`config.mk`:
```
export PLATFORM = sky130hd
export DESIGN_NAME = main_bus_top
export DESIGN_NICKNAME = d
export VERILOG_FILES = /design/src/source/main_bus_pkg.sv /design/src/source/main_bus_top.sv /design/src/source/read_select.sv /design/src/source/sys_ctrl.sv /design/src/source/bus_access.sv /design/src/source/bus_decode.sv
export SDC_FILE = /design/constraint.sdc
export NUM_CORES = 1
export LEC_CHECK = 0
export ABC_AREA = 1
export BUFFER_PORTS_ARGS = -buffer_cell sky130_fd_sc_hd__buf_2
export CORE_MARGIN = 8
export CORE_UTILIZATION = 35
export CTS_BUF_LIST = sky130_fd_sc_hd__clkbuf_16
export DETAILED_ROUTE_END_ITERATION = 12
export HOLD_SLACK_MARGIN = 0.02
export PLACE_DENSITY = 0.7
export SYNTH_ARGS = -nofsm -noshare
export SYNTH_HDL_FRONTEND = slang
export SYNTH_SLANG_ARGS = --single-unit
```
`constraint.sdc`:
```
create_clock -name clk -period 2.6 [get_ports clk]
set_input_delay 0.13 -clock clk [delete_from_list [all_inputs] [get_ports clk]]
set_output_delay 0.13 -clock clk [all_outputs]
set_load 0.02 [all_outputs]
```
`src/source/main_bus_pkg.sv`:
```
`default_nettype none

package main_bus_pkg;

    // target of one cpu access
    typedef enum logic [3:0] {
        rom, ram, cpal, omem, vmem, vtimer,
        io_cab1, io_cab2, io_sys1, io_sys2,
        none
    } bus_region_e;

    typedef struct packed {
        logic [23:1] addr;      // word address
        logic        wr;
        logic [ 1:0] dsn;       // upper, lower byte strobe, active low
        logic [15:0] wdata;
    } bus_req_t;

    typedef struct packed {
        bus_region_e region;
        logic [21:1] ext_addr;  // rom/ram address after bank swap
        logic        ext;       // waits on rom_ok or ram_ok
    } bus_sel_t;

    typedef struct packed {
        logic [1:0] cpal_we;
        logic [1:0] omem_we;
        logic [1:0] vmem_we;
    } mem_we_t;

    typedef struct packed {
        logic       pri;
        logic       gvflip;
        logic       ghflip;
        logic       l_r;
        logic       l5mas;
        logic [3:0] psac_bank;
    } video_cfg_t;

    // memory map, upper byte address bits
    localparam logic [3:0] BOOT_HI   = 4'h0;        // $0x_xxxx
    localparam logic [3:0] XROM_HI_A = 4'h1;
    localparam logic [3:0] XROM_HI_B = 4'h2;
    localparam logic [4:0] RAM_HI    = 5'b0011_1;   // $38_xxxx
    localparam logic [4:0] CPAL_HI   = 5'b0011_0;   // $30_xxxx
    localparam logic [2:0] GFX_HI    = 3'b011;      // $6x and $7x
    localparam logic [2:0] MISC_HI   = 3'b010;      // $4x and $5x

    // 3-to-8 decoder codes on bits 20..18
    localparam logic [2:0] GFX_OMEM    = 3'd0;
    localparam logic [2:0] GFX_VMEM    = 3'd5;
    localparam logic [2:0] MISC_VTIMER = 3'd3;
    localparam logic [2:0] MISC_IO     = 3'd2;

    // io block split on bits 3..2
    localparam logic [1:0] IO_CAB1 = 2'd0;
    localparam logic [1:0] IO_CAB2 = 2'd1;
    localparam logic [1:0] IO_SYS1 = 2'd2;
    localparam logic [1:0] IO_SYS2 = 2'd3;

endpackage

`default_nettype wire
```
`src/source/main_bus_top.sv`:
```
`timescale 1ns/1ps
`default_nettype none

module main_bus_top #(
    parameter int RAM_WAIT_MAX = 64
) (
    input  logic                    clk,
    input  logic                    rst,
    // bus master side
    input  logic                    req,
    input  main_bus_pkg::bus_req_t  cpu,
    output logic                    ack,
    output logic [15:0]             rd_data,
    // external rom and ram
    output logic                    rom_cs,
    output logic                    ram_cs,
    output logic                    ram_we,
    output logic [21:1]             main_addr,
    input  logic [15:0]             rom_data,
    input  logic [15:0]             ram_data,
    input  logic                    rom_ok,
    input  logic                    ram_ok,
    // local memories
    output main_bus_pkg::mem_we_t   we,
    output logic [10:0]             cpal_addr,
    output logic [11:0]             omem_addr,
    output logic [11:0]             vmem_addr,
    input  logic [15:0]             cpal_dout,
    input  logic [15:0]             omem_dout,
    input  logic [15:0]             vmem_dout,
    input  logic [ 7:0]             vtimer,
    // cabinet
    input  logic [ 6:0]             joystick1,
    input  logic [ 6:0]             joystick2,
    input  logic [ 6:0]             joystick3,
    input  logic [ 6:0]             joystick4,
    input  logic [ 3:0]             cab_1p,
    input  logic [ 3:0]             coin,
    input  logic [ 3:0]             service,
    input  logic [ 3:0]             dipsw,
    input  logic                    dip_test,
    input  logic                    lvbl,
    // video and interrupt
    output main_bus_pkg::video_cfg_t cfg,
    output logic [ 2:0]             ipl_n
);
    import main_bus_pkg::*;

    bus_sel_t sel;
    logic     commit;
    logic     capture;

    // l_r picks the bank half of palette and fix ram
    assign cpal_addr = {cfg.l_r, cpu.addr[10:1]};
    assign vmem_addr = {cfg.l_r, cpu.addr[12:2]};   // byte wide, lane from bit 1
    assign omem_addr = cpu.addr[12:1];

    bus_decode bus_decode_inst (
        .cpu (cpu),
        .sel (sel)
    );

    bus_access #(
        .RAM_WAIT_MAX (RAM_WAIT_MAX)
    ) bus_access_inst (
        .clk       (clk),
        .rst       (rst),
        .req       (req),
        .cpu       (cpu),
        .sel       (sel),
        .rom_ok    (rom_ok),
        .ram_ok    (ram_ok),
        .ack       (ack),
        .rom_cs    (rom_cs),
        .ram_cs    (ram_cs),
        .ram_we    (ram_we),
        .commit    (commit),
        .capture   (capture),
        .main_addr (main_addr),
        .we        (we)
    );

    sys_ctrl sys_ctrl_inst (
        .clk    (clk),
        .rst    (rst),
        .commit (commit),
        .cpu    (cpu),
        .sel    (sel),
        .lvbl   (lvbl),
        .cfg    (cfg),
        .ipl_n  (ipl_n)
    );

    read_select read_select_inst (
        .clk         (clk),
        .capture     (capture),
        .sel         (sel),
        .addr1       (cpu.addr[1]),
        .rom_data    (rom_data),
        .ram_data    (ram_data),
        .rom_ok      (rom_ok),
        .ram_ok      (ram_ok),
        .cpal_dout   (cpal_dout),
        .omem_dout   (omem_dout),
        .vmem_dout   (vmem_dout),
        .vtimer_dout (vtimer),
        .joystick1   (joystick1),
        .joystick2   (joystick2),
        .joystick3   (joystick3),
        .joystick4   (joystick4),
        .cab_1p      (cab_1p),
        .coin        (coin),
        .service     (service),
        .dipsw       (dipsw),
        .dip_test    (dip_test),
        .rd_data     (rd_data)
    );

endmodule

`default_nettype wire

```
`src/source/read_select.sv`:
```
`timescale 1ns/1ps
`default_nettype none

module read_select (
    input  logic                   clk,
    input  logic                   capture,
    input  main_bus_pkg::bus_sel_t sel,
    input  logic                   addr1,
    input  logic [15:0]            rom_data,
    input  logic [15:0]            ram_data,
    input  logic                   rom_ok,
    input  logic                   ram_ok,
    input  logic [15:0]            cpal_dout,
    input  logic [15:0]            omem_dout,
    input  logic [15:0]            vmem_dout,
    input  logic [ 7:0]            vtimer_dout,
    input  logic [ 6:0]            joystick1,
    input  logic [ 6:0]            joystick2,
    input  logic [ 6:0]            joystick3,
    input  logic [ 6:0]            joystick4,
    input  logic [ 3:0]            cab_1p,
    input  logic [ 3:0]            coin,
    input  logic [ 3:0]            service,
    input  logic [ 3:0]            dipsw,
    input  logic                   dip_test,
    output logic [15:0]            rd_data
);
    import main_bus_pkg::*;

    logic [ 7:0] vmem_byte;
    logic [15:0] cab1_word;
    logic [15:0] cab2_word;

    assign vmem_byte = addr1 ? vmem_dout[7:0] : vmem_dout[15:8];

    // players 3/4 on the odd word, 1/2 on the even one
    assign cab1_word = addr1 ? {cab_1p[3], joystick4, cab_1p[2], joystick3}
                             : {cab_1p[1], joystick2, cab_1p[0], joystick1};
    assign cab2_word = addr1 ? {8'h00, dipsw, dip_test, 3'b111}
                             : {8'h00, service, coin};

    always_ff @(posedge clk) begin
        if (capture) begin
            case (sel.region)
                rom:     rd_data <= rom_ok ? rom_data : 16'h0000;  // zero on timeout
                ram:     rd_data <= ram_ok ? ram_data : 16'h0000;
                cpal:    rd_data <= cpal_dout;
                omem:    rd_data <= omem_dout;
                vmem:    rd_data <= {8'h00, vmem_byte};
                vtimer:  rd_data <= {8'h00, vtimer_dout};
                io_cab1: rd_data <= cab1_word;
                io_cab2: rd_data <= cab2_word;
                default: rd_data <= 16'h0000;   // latches read back as zero
            endcase
        end
    end

endmodule

`default_nettype wire

```
`src/source/sys_ctrl.sv`:
```
`timescale 1ns/1ps
`default_nettype none

module sys_ctrl (
    input  logic                     clk,
    input  logic                     rst,
    input  logic                     commit,
    input  main_bus_pkg::bus_req_t   cpu,
    input  main_bus_pkg::bus_sel_t   sel,
    input  logic                     lvbl,
    output main_bus_pkg::video_cfg_t cfg,
    output logic [2:0]               ipl_n
);
    import main_bus_pkg::*;

    logic [15:0] sys1;
    logic [15:0] sys2;
    logic        sys1_wr;
    logic        sys2_wr;
    logic        lvbl_l;
    logic        int5;

    assign sys1_wr = commit && sel.region == io_sys1;
    assign sys2_wr = commit && sel.region == io_sys2;

    // byte writes into both latches
    always_ff @(posedge clk) begin
        if (rst) begin
            sys1 <= '0;
            sys2 <= '0;
        end else begin
            if (sys1_wr && !cpu.dsn[1]) sys1[15:8] <= cpu.wdata[15:8];
            if (sys1_wr && !cpu.dsn[0]) sys1[ 7:0] <= cpu.wdata[ 7:0];
            if (sys2_wr && !cpu.dsn[1]) sys2[15:8] <= cpu.wdata[15:8];
            if (sys2_wr && !cpu.dsn[0]) sys2[ 7:0] <= cpu.wdata[ 7:0];
        end
    end

    assign cfg.pri       = sys1[14];
    assign cfg.l5mas     = sys1[10];
    assign cfg.l_r       = sys1[7];
    assign cfg.gvflip    = sys1[6];
    assign cfg.ghflip    = sys1[5];
    assign cfg.psac_bank = sys2[7:4];

    // vblank interrupt, held until the mask bit drops
    always_ff @(posedge clk) begin
        if (rst) begin
            lvbl_l <= 1'b1;
            int5   <= 1'b0;
        end else begin
            lvbl_l <= lvbl;
            if (!cfg.l5mas) begin
                int5 <= 1'b0;
            end else if (lvbl_l && !lvbl) begin   // start of blank
                int5 <= 1'b1;
            end
        end
    end

    assign ipl_n = int5 ? ~3'd5 : 3'b111;

endmodule

`default_nettype wire

```
`src/source/bus_access.sv`:
```
`timescale 1ns/1ps
`default_nettype none

module bus_access #(
    parameter int RAM_WAIT_MAX = 64
) (
    input  logic                   clk,
    input  logic                   rst,
    input  logic                   req,
    input  main_bus_pkg::bus_req_t cpu,
    input  main_bus_pkg::bus_sel_t sel,
    input  logic                   rom_ok,
    input  logic                   ram_ok,
    output logic                   ack,
    output logic                   rom_cs,
    output logic                   ram_cs,
    output logic                   ram_we,
    output logic                   commit,
    output logic                   capture,
    output logic [21:1]            main_addr,
    output main_bus_pkg::mem_we_t  we
);
    import main_bus_pkg::*;

    localparam int CW = $clog2(RAM_WAIT_MAX + 1);

    typedef enum logic [1:0] {
        st_idle,
        st_wait,
        st_done,
        st_release
    } state_t;

    state_t          state;
    logic [CW-1:0]   cnt;
    logic            ext_ok;
    logic            timeout;
    mem_we_t         wr_lanes;

    assign main_addr = sel.ext_addr;
    assign ext_ok    = (rom_cs && rom_ok) || (ram_cs && ram_ok);
    assign timeout   = cnt == CW'(RAM_WAIT_MAX - 1);   // stuck sdram, give up

    // byte lanes for the local memories
    always_comb begin
        wr_lanes.cpal_we = {2{cpu.wr && sel.region == cpal}} & ~cpu.dsn;
        wr_lanes.omem_we = {2{cpu.wr && sel.region == omem}} & ~cpu.dsn;
        // fix layer is byte wide on the low strobe, bit 1 picks the lane
        wr_lanes.vmem_we = {2{cpu.wr && sel.region == vmem && !cpu.dsn[0]}}
                         & {~cpu.addr[1], cpu.addr[1]};
    end

    always_ff @(posedge clk) begin
        if (rst) begin
            state   <= st_idle;
            cnt     <= '0;
            ack     <= 1'b0;
            rom_cs  <= 1'b0;
            ram_cs  <= 1'b0;
            ram_we  <= 1'b0;
            commit  <= 1'b0;
            capture <= 1'b0;
            we      <= '0;
        end else begin
            commit  <= 1'b0;    // single cycle pulses
            capture <= 1'b0;
            we      <= '0;
            case (state)
                st_idle: begin
                    cnt <= '0;
                    if (req) begin
                        rom_cs <= sel.region == rom;
                        ram_cs <= sel.region == ram;
                        ram_we <= sel.region == ram && cpu.wr;
                        state  <= st_wait;
                    end
                end
                st_wait: begin
                    if (!sel.ext || ext_ok || timeout) begin
                        state <= st_done;
                    end else begin
                        cnt <= cnt + 1'b1;
                    end
                end
                st_done: begin
                    capture <= 1'b1;
                    commit  <= cpu.wr;
                    we      <= wr_lanes;
                    state   <= st_release;
                end
                default: begin
                    // chip selects held through the capture cycle
                    rom_cs <= 1'b0;
                    ram_cs <= 1'b0;
                    ram_we <= 1'b0;
                    if (req) begin
                        ack <= 1'b1;
                    end else begin
                        ack   <= 1'b0;
                        state <= st_idle;
                    end
                end
            endcase
        end
    end

endmodule

`default_nettype wire

```
`src/source/bus_decode.sv`:
```
`timescale 1ns/1ps
`default_nettype none

module bus_decode (
    input  main_bus_pkg::bus_req_t cpu,
    output main_bus_pkg::bus_sel_t sel
);
    import main_bus_pkg::*;

    logic       boot_hit;
    logic       xrom_hit;
    logic       ram_hit;
    logic       cpal_hit;
    logic       gfx_hit;
    logic       misc_hit;
    logic [2:0] sub;
    logic [1:0] io_sub;

    assign sub    = cpu.addr[20:18];
    assign io_sub = cpu.addr[3:2];

    // pal equations
    assign boot_hit = cpu.addr[23:20] == BOOT_HI && !cpu.wr;    // boot rom is read only
    assign xrom_hit = cpu.addr[23:20] == XROM_HI_A || cpu.addr[23:20] == XROM_HI_B;
    assign ram_hit  = cpu.addr[23:19] == RAM_HI;
    assign cpal_hit = cpu.addr[23:19] == CPAL_HI;
    assign gfx_hit  = cpu.addr[23:21] == GFX_HI;
    assign misc_hit = cpu.addr[23:21] == MISC_HI;

    always_comb begin
        sel.region = none;
        if (boot_hit || xrom_hit) begin
            sel.region = rom;
        end else if (ram_hit) begin
            sel.region = ram;
        end else if (cpal_hit) begin
            sel.region = cpal;
        end else if (gfx_hit) begin
            // first 3-to-8 decoder
            if (sub == GFX_OMEM) begin
                sel.region = omem;
            end else if (sub == GFX_VMEM) begin
                sel.region = vmem;
            end
        end else if (misc_hit) begin
            // second 3-to-8 decoder
            if (sub == MISC_VTIMER) begin
                sel.region = vtimer;
            end else if (sub == MISC_IO) begin
                case (io_sub)
                    IO_CAB1: sel.region = io_cab1;
                    IO_CAB2: sel.region = io_cab2;
                    IO_SYS1: sel.region = io_sys1;
                    default: sel.region = io_sys2;
                endcase
            end
        end
    end

    always_comb begin
        sel.ext_addr = cpu.addr[21:1];
        // megabytes 1 and 2 trade places in the rom
        if (xrom_hit) begin
            sel.ext_addr[21:20] = {cpu.addr[20], cpu.addr[21]};
        end
        sel.ext = sel.region == rom || sel.region == ram;
    end

endmodule

`default_nettype wire

```
==> impl_metrics.toml <==
[worst_setup_path]
cp-end-kind = "flop"
crit_required_ns = 2.82
crit_type = "reg2reg"
arrival_ns = 2.01
start_kind = "flop"
crit_fanout = 8

[layout]
final_nets = 904
final_util_pct = 43.7
finalNonFillerCells = 860
syn_to_final_growth_pct = 22.7
drive_gt1_share_pct = 35.7
fill_cells = 1172

[synth]
syn_area_mm2 = 0.00384
ys_seq_area_share_pct = 29.2
synth_area_leaders = "dfxtp_1 (17%), nand2_1 (16%), edfxtp_1 (13%)"
synth_top_flop_cell = "dfxtp_1"
synth_most_common_cell = "nand2_1"
avgSynthCellArea_um2 = 6.66
netlist-cell-type-count = 37
synth_top_area_cell = "dfxtp_1"
async_flop_share_pct = 0
yosys_warnings = 0
synth-seq-cells = 48
synth_nets = 763
synthCells = 577
yosys-top-cells-count = "nand2_1 (165), buf_4 (59), inv_1 (56)"
synth.top_cell.area_share_pct = 16.7
synth_edf_count = 16

[pwr]
irDropWorstVdd_v = 0.000264
pwr_density_cell_mw_per_mm2 = 479
leakagePower_uw = 0.00256
finalPower_uw = 2260

[clock_tree]
cts_buffer_depth = 2
numCtsBuffers = 5
post_cts_buffers = 0
ctsResizeCount = 0
cts_root_buf = "clkbuf_16"
path_clk_slew_ns = 0.07
h-tree-depth = 2
clk_latency_ns = 0.29
cts_tree = "done"
cts_hold_buf = 0
cts.sinks = 48

[drt]
num_vias = 4076
routed_wl_um = 13500
vias_per_cell = 4.74
drt_iter0_drc = 178
final_antenna_net_count = 0
drcViolationCount = 0
drt_pass1_iterations = 4
wl_per_cell_um = 15.7

[timing]
rsz0062_at_grt = "no"
tightest_slew_ns = 1.02
fin_crit_ns = 1.80
setup_viol = 0
min_period_over_period_pct = 69.1
fin_ws_ns = 0.803
maxSlewHeadroom_pct = 32.2
fmax_mhz = 556
clock-skew-final_ns = 0.00505
drv_slew = 0
setup_tns_ns = 0
report.final.hold_viol_count = 0

[hold_path]
hold_class = "in2reg"

[grt]
first_global_vias = 3974
grt_max_degree = 37
grt_pass1_wl_um = 20800
use_met3_pct = 4.20
grt_usage_pct = 17.9
antenna_found_initial = 1
grt_overflow = 0
met2_usage_pct = 31.1
top_usage_layer = "met2"
grtUsageMet1_pct = 21.1

[job]
cap_violations = 0

[placement]
pre_cts_ws_ns = 0.543
portBuffers = 210
gp_congestion = 0.823
dpl.hpwl_um = 10800
placedCellCount = 851

[run_status]
status = "completed"

[floorplan]
boundaryPins = 275
initial_core_util_pct = 35.6
die_y_um = 121
core_area_mm2 = 0.0108
die_w_um = 121
dieArea_mm2 = 0.0146
rows = 38
## state kept, by name, indices dropped and copies added (netlist names)
signal,flops
bus_access_inst.ram_cs,1
bus_access_inst.ack,1
bus_access_inst.rom_cs,1
sys_ctrl_inst.sys1,5
sys_ctrl_inst.lvbl_l,1
bus_access_inst.ram_we,1
bus_access_inst.cnt,7
bus_access_inst.capture,1
sys_ctrl_inst.int5,1
bus_access_inst.we,6
sys_ctrl_inst.sys2,4
bus_access_inst.commit,1
read_select_inst.rd_data,16
bus_access_inst.state,2
## critical path, cell delays in order, from the launching register on
cell      delay, ns
dfxtp_1        0.40
ha_1           0.21
nand2_1        0.08
nand3b_1       0.19
or2_2          0.30
nand3_2        0.12
nand2_2        0.13
inv_2          0.13
nand2_1        0.05
a21oi_1        0.12
## per-layer routing
metal  share of wire [%]  wire [um]  up-vias
li1                    -          -     2099
met1                  40       5410     1774
met2                  48       6520      164
met3                 9.0       1210       39
met4                 2.4        320        0
met5                   0          0        -
## cell families (layout without fill, tap and decap cells)
kind of cell / after synthesis / count (layout) / synth area share, %
compound gates: 75 / 75 / 11.7
other cells: 1 / 2 / 0.0976
simple gates: 301 / 301 / 35.8
fa+ha+maj: 5 / 5 / 1.63
buf+inv: 143 / 285 / 20.7
xor+xnor: 4 / 4 / 0.912
flops: 48 / 48 / 29.2
## cell usage in the layout, fill, tap and decap left out, types with 5 or more instances in the layout
cell type | Yosys | layout
o22ai_1 | 23 | 23
o21ai_0 | 9 | 9
nand3b_1 | 6 | 6
nand3_1 | 44 | 44
buf_2 | 4 | 210
clkbuf_16 | 0 | 6
or2_2 | 14 | 14
a21oi_1 | 26 | 26
inv_1 | 56 | 56
nand4_1 | 11 | 11
dfxtp_1 | 32 | 32
buf_4 | 59 | 6
a31oi_1 | 6 | 6
edfxtp_1 | 16 | 16
nand2_1 | 165 | 165
o211ai_1 | 9 | 9
nor2_1 | 40 | 40
ha_1 | 5 | 5
nor3_1 | 5 | 5
## stage by stage
step,cell area (um2),hold WS [ns]
3_5_place_dp,4550,0.260
6_report,4710,0.0490
5_1_grt,4710,0.0650
4_1_cts,4710,0.0432
2_1_floorplan,3840,0.235
3_3_place_gp,4550,0.260
## final timing paths
| kind | startpoint | to | cells past startpoint | slack (ns) |
|---|---|---|---|---|
| worst max-delay path | bus_access_inst.cnt[0]$_SDFFE_PP0P_ | bus_access_inst.cnt[1]$_SDFFE_PP0P_ | 9 | 0.80 |
| worst min-delay path | lvbl | sys_ctrl_inst.lvbl_l$_SDFF_PP1_ | 3 | 0.05 |
| worst max register to register | bus_access_inst.cnt[0]$_SDFFE_PP0P_ | bus_access_inst.cnt[1]$_SDFFE_PP0P_ | 9 | 0.80 |
| worst min register to register | sys_ctrl_inst.lvbl_l$_SDFF_PP1_ | sys_ctrl_inst.int5$_SDFFE_PP0P_ | 2 | 0.45 |
## where the power goes
part / switching [uW] / internal [uW] / total (uW)
clock: 280 / 413 / 693
sequential: 47.7 / 843 / 891
combinational: 427 / 246 / 673
## area by class of cell
type | count | area, um2 | area share [%]
tap | 140 | 175 | 3.72
clock buffer | 6 | 150 | 3.19
multi-input combinational | 386 | 1920 | 40.8
sequential | 48 | 1120 | 23.8
inverter | 61 | 231 | 4.91
clock inverter | 2 | 12.5 | 0.265
timing repair buffer | 216 | 1100 | 23.3
antenna | 1 | 2.50 | 0.0531
Note: power is estimated with default switching activity, not from simulation.
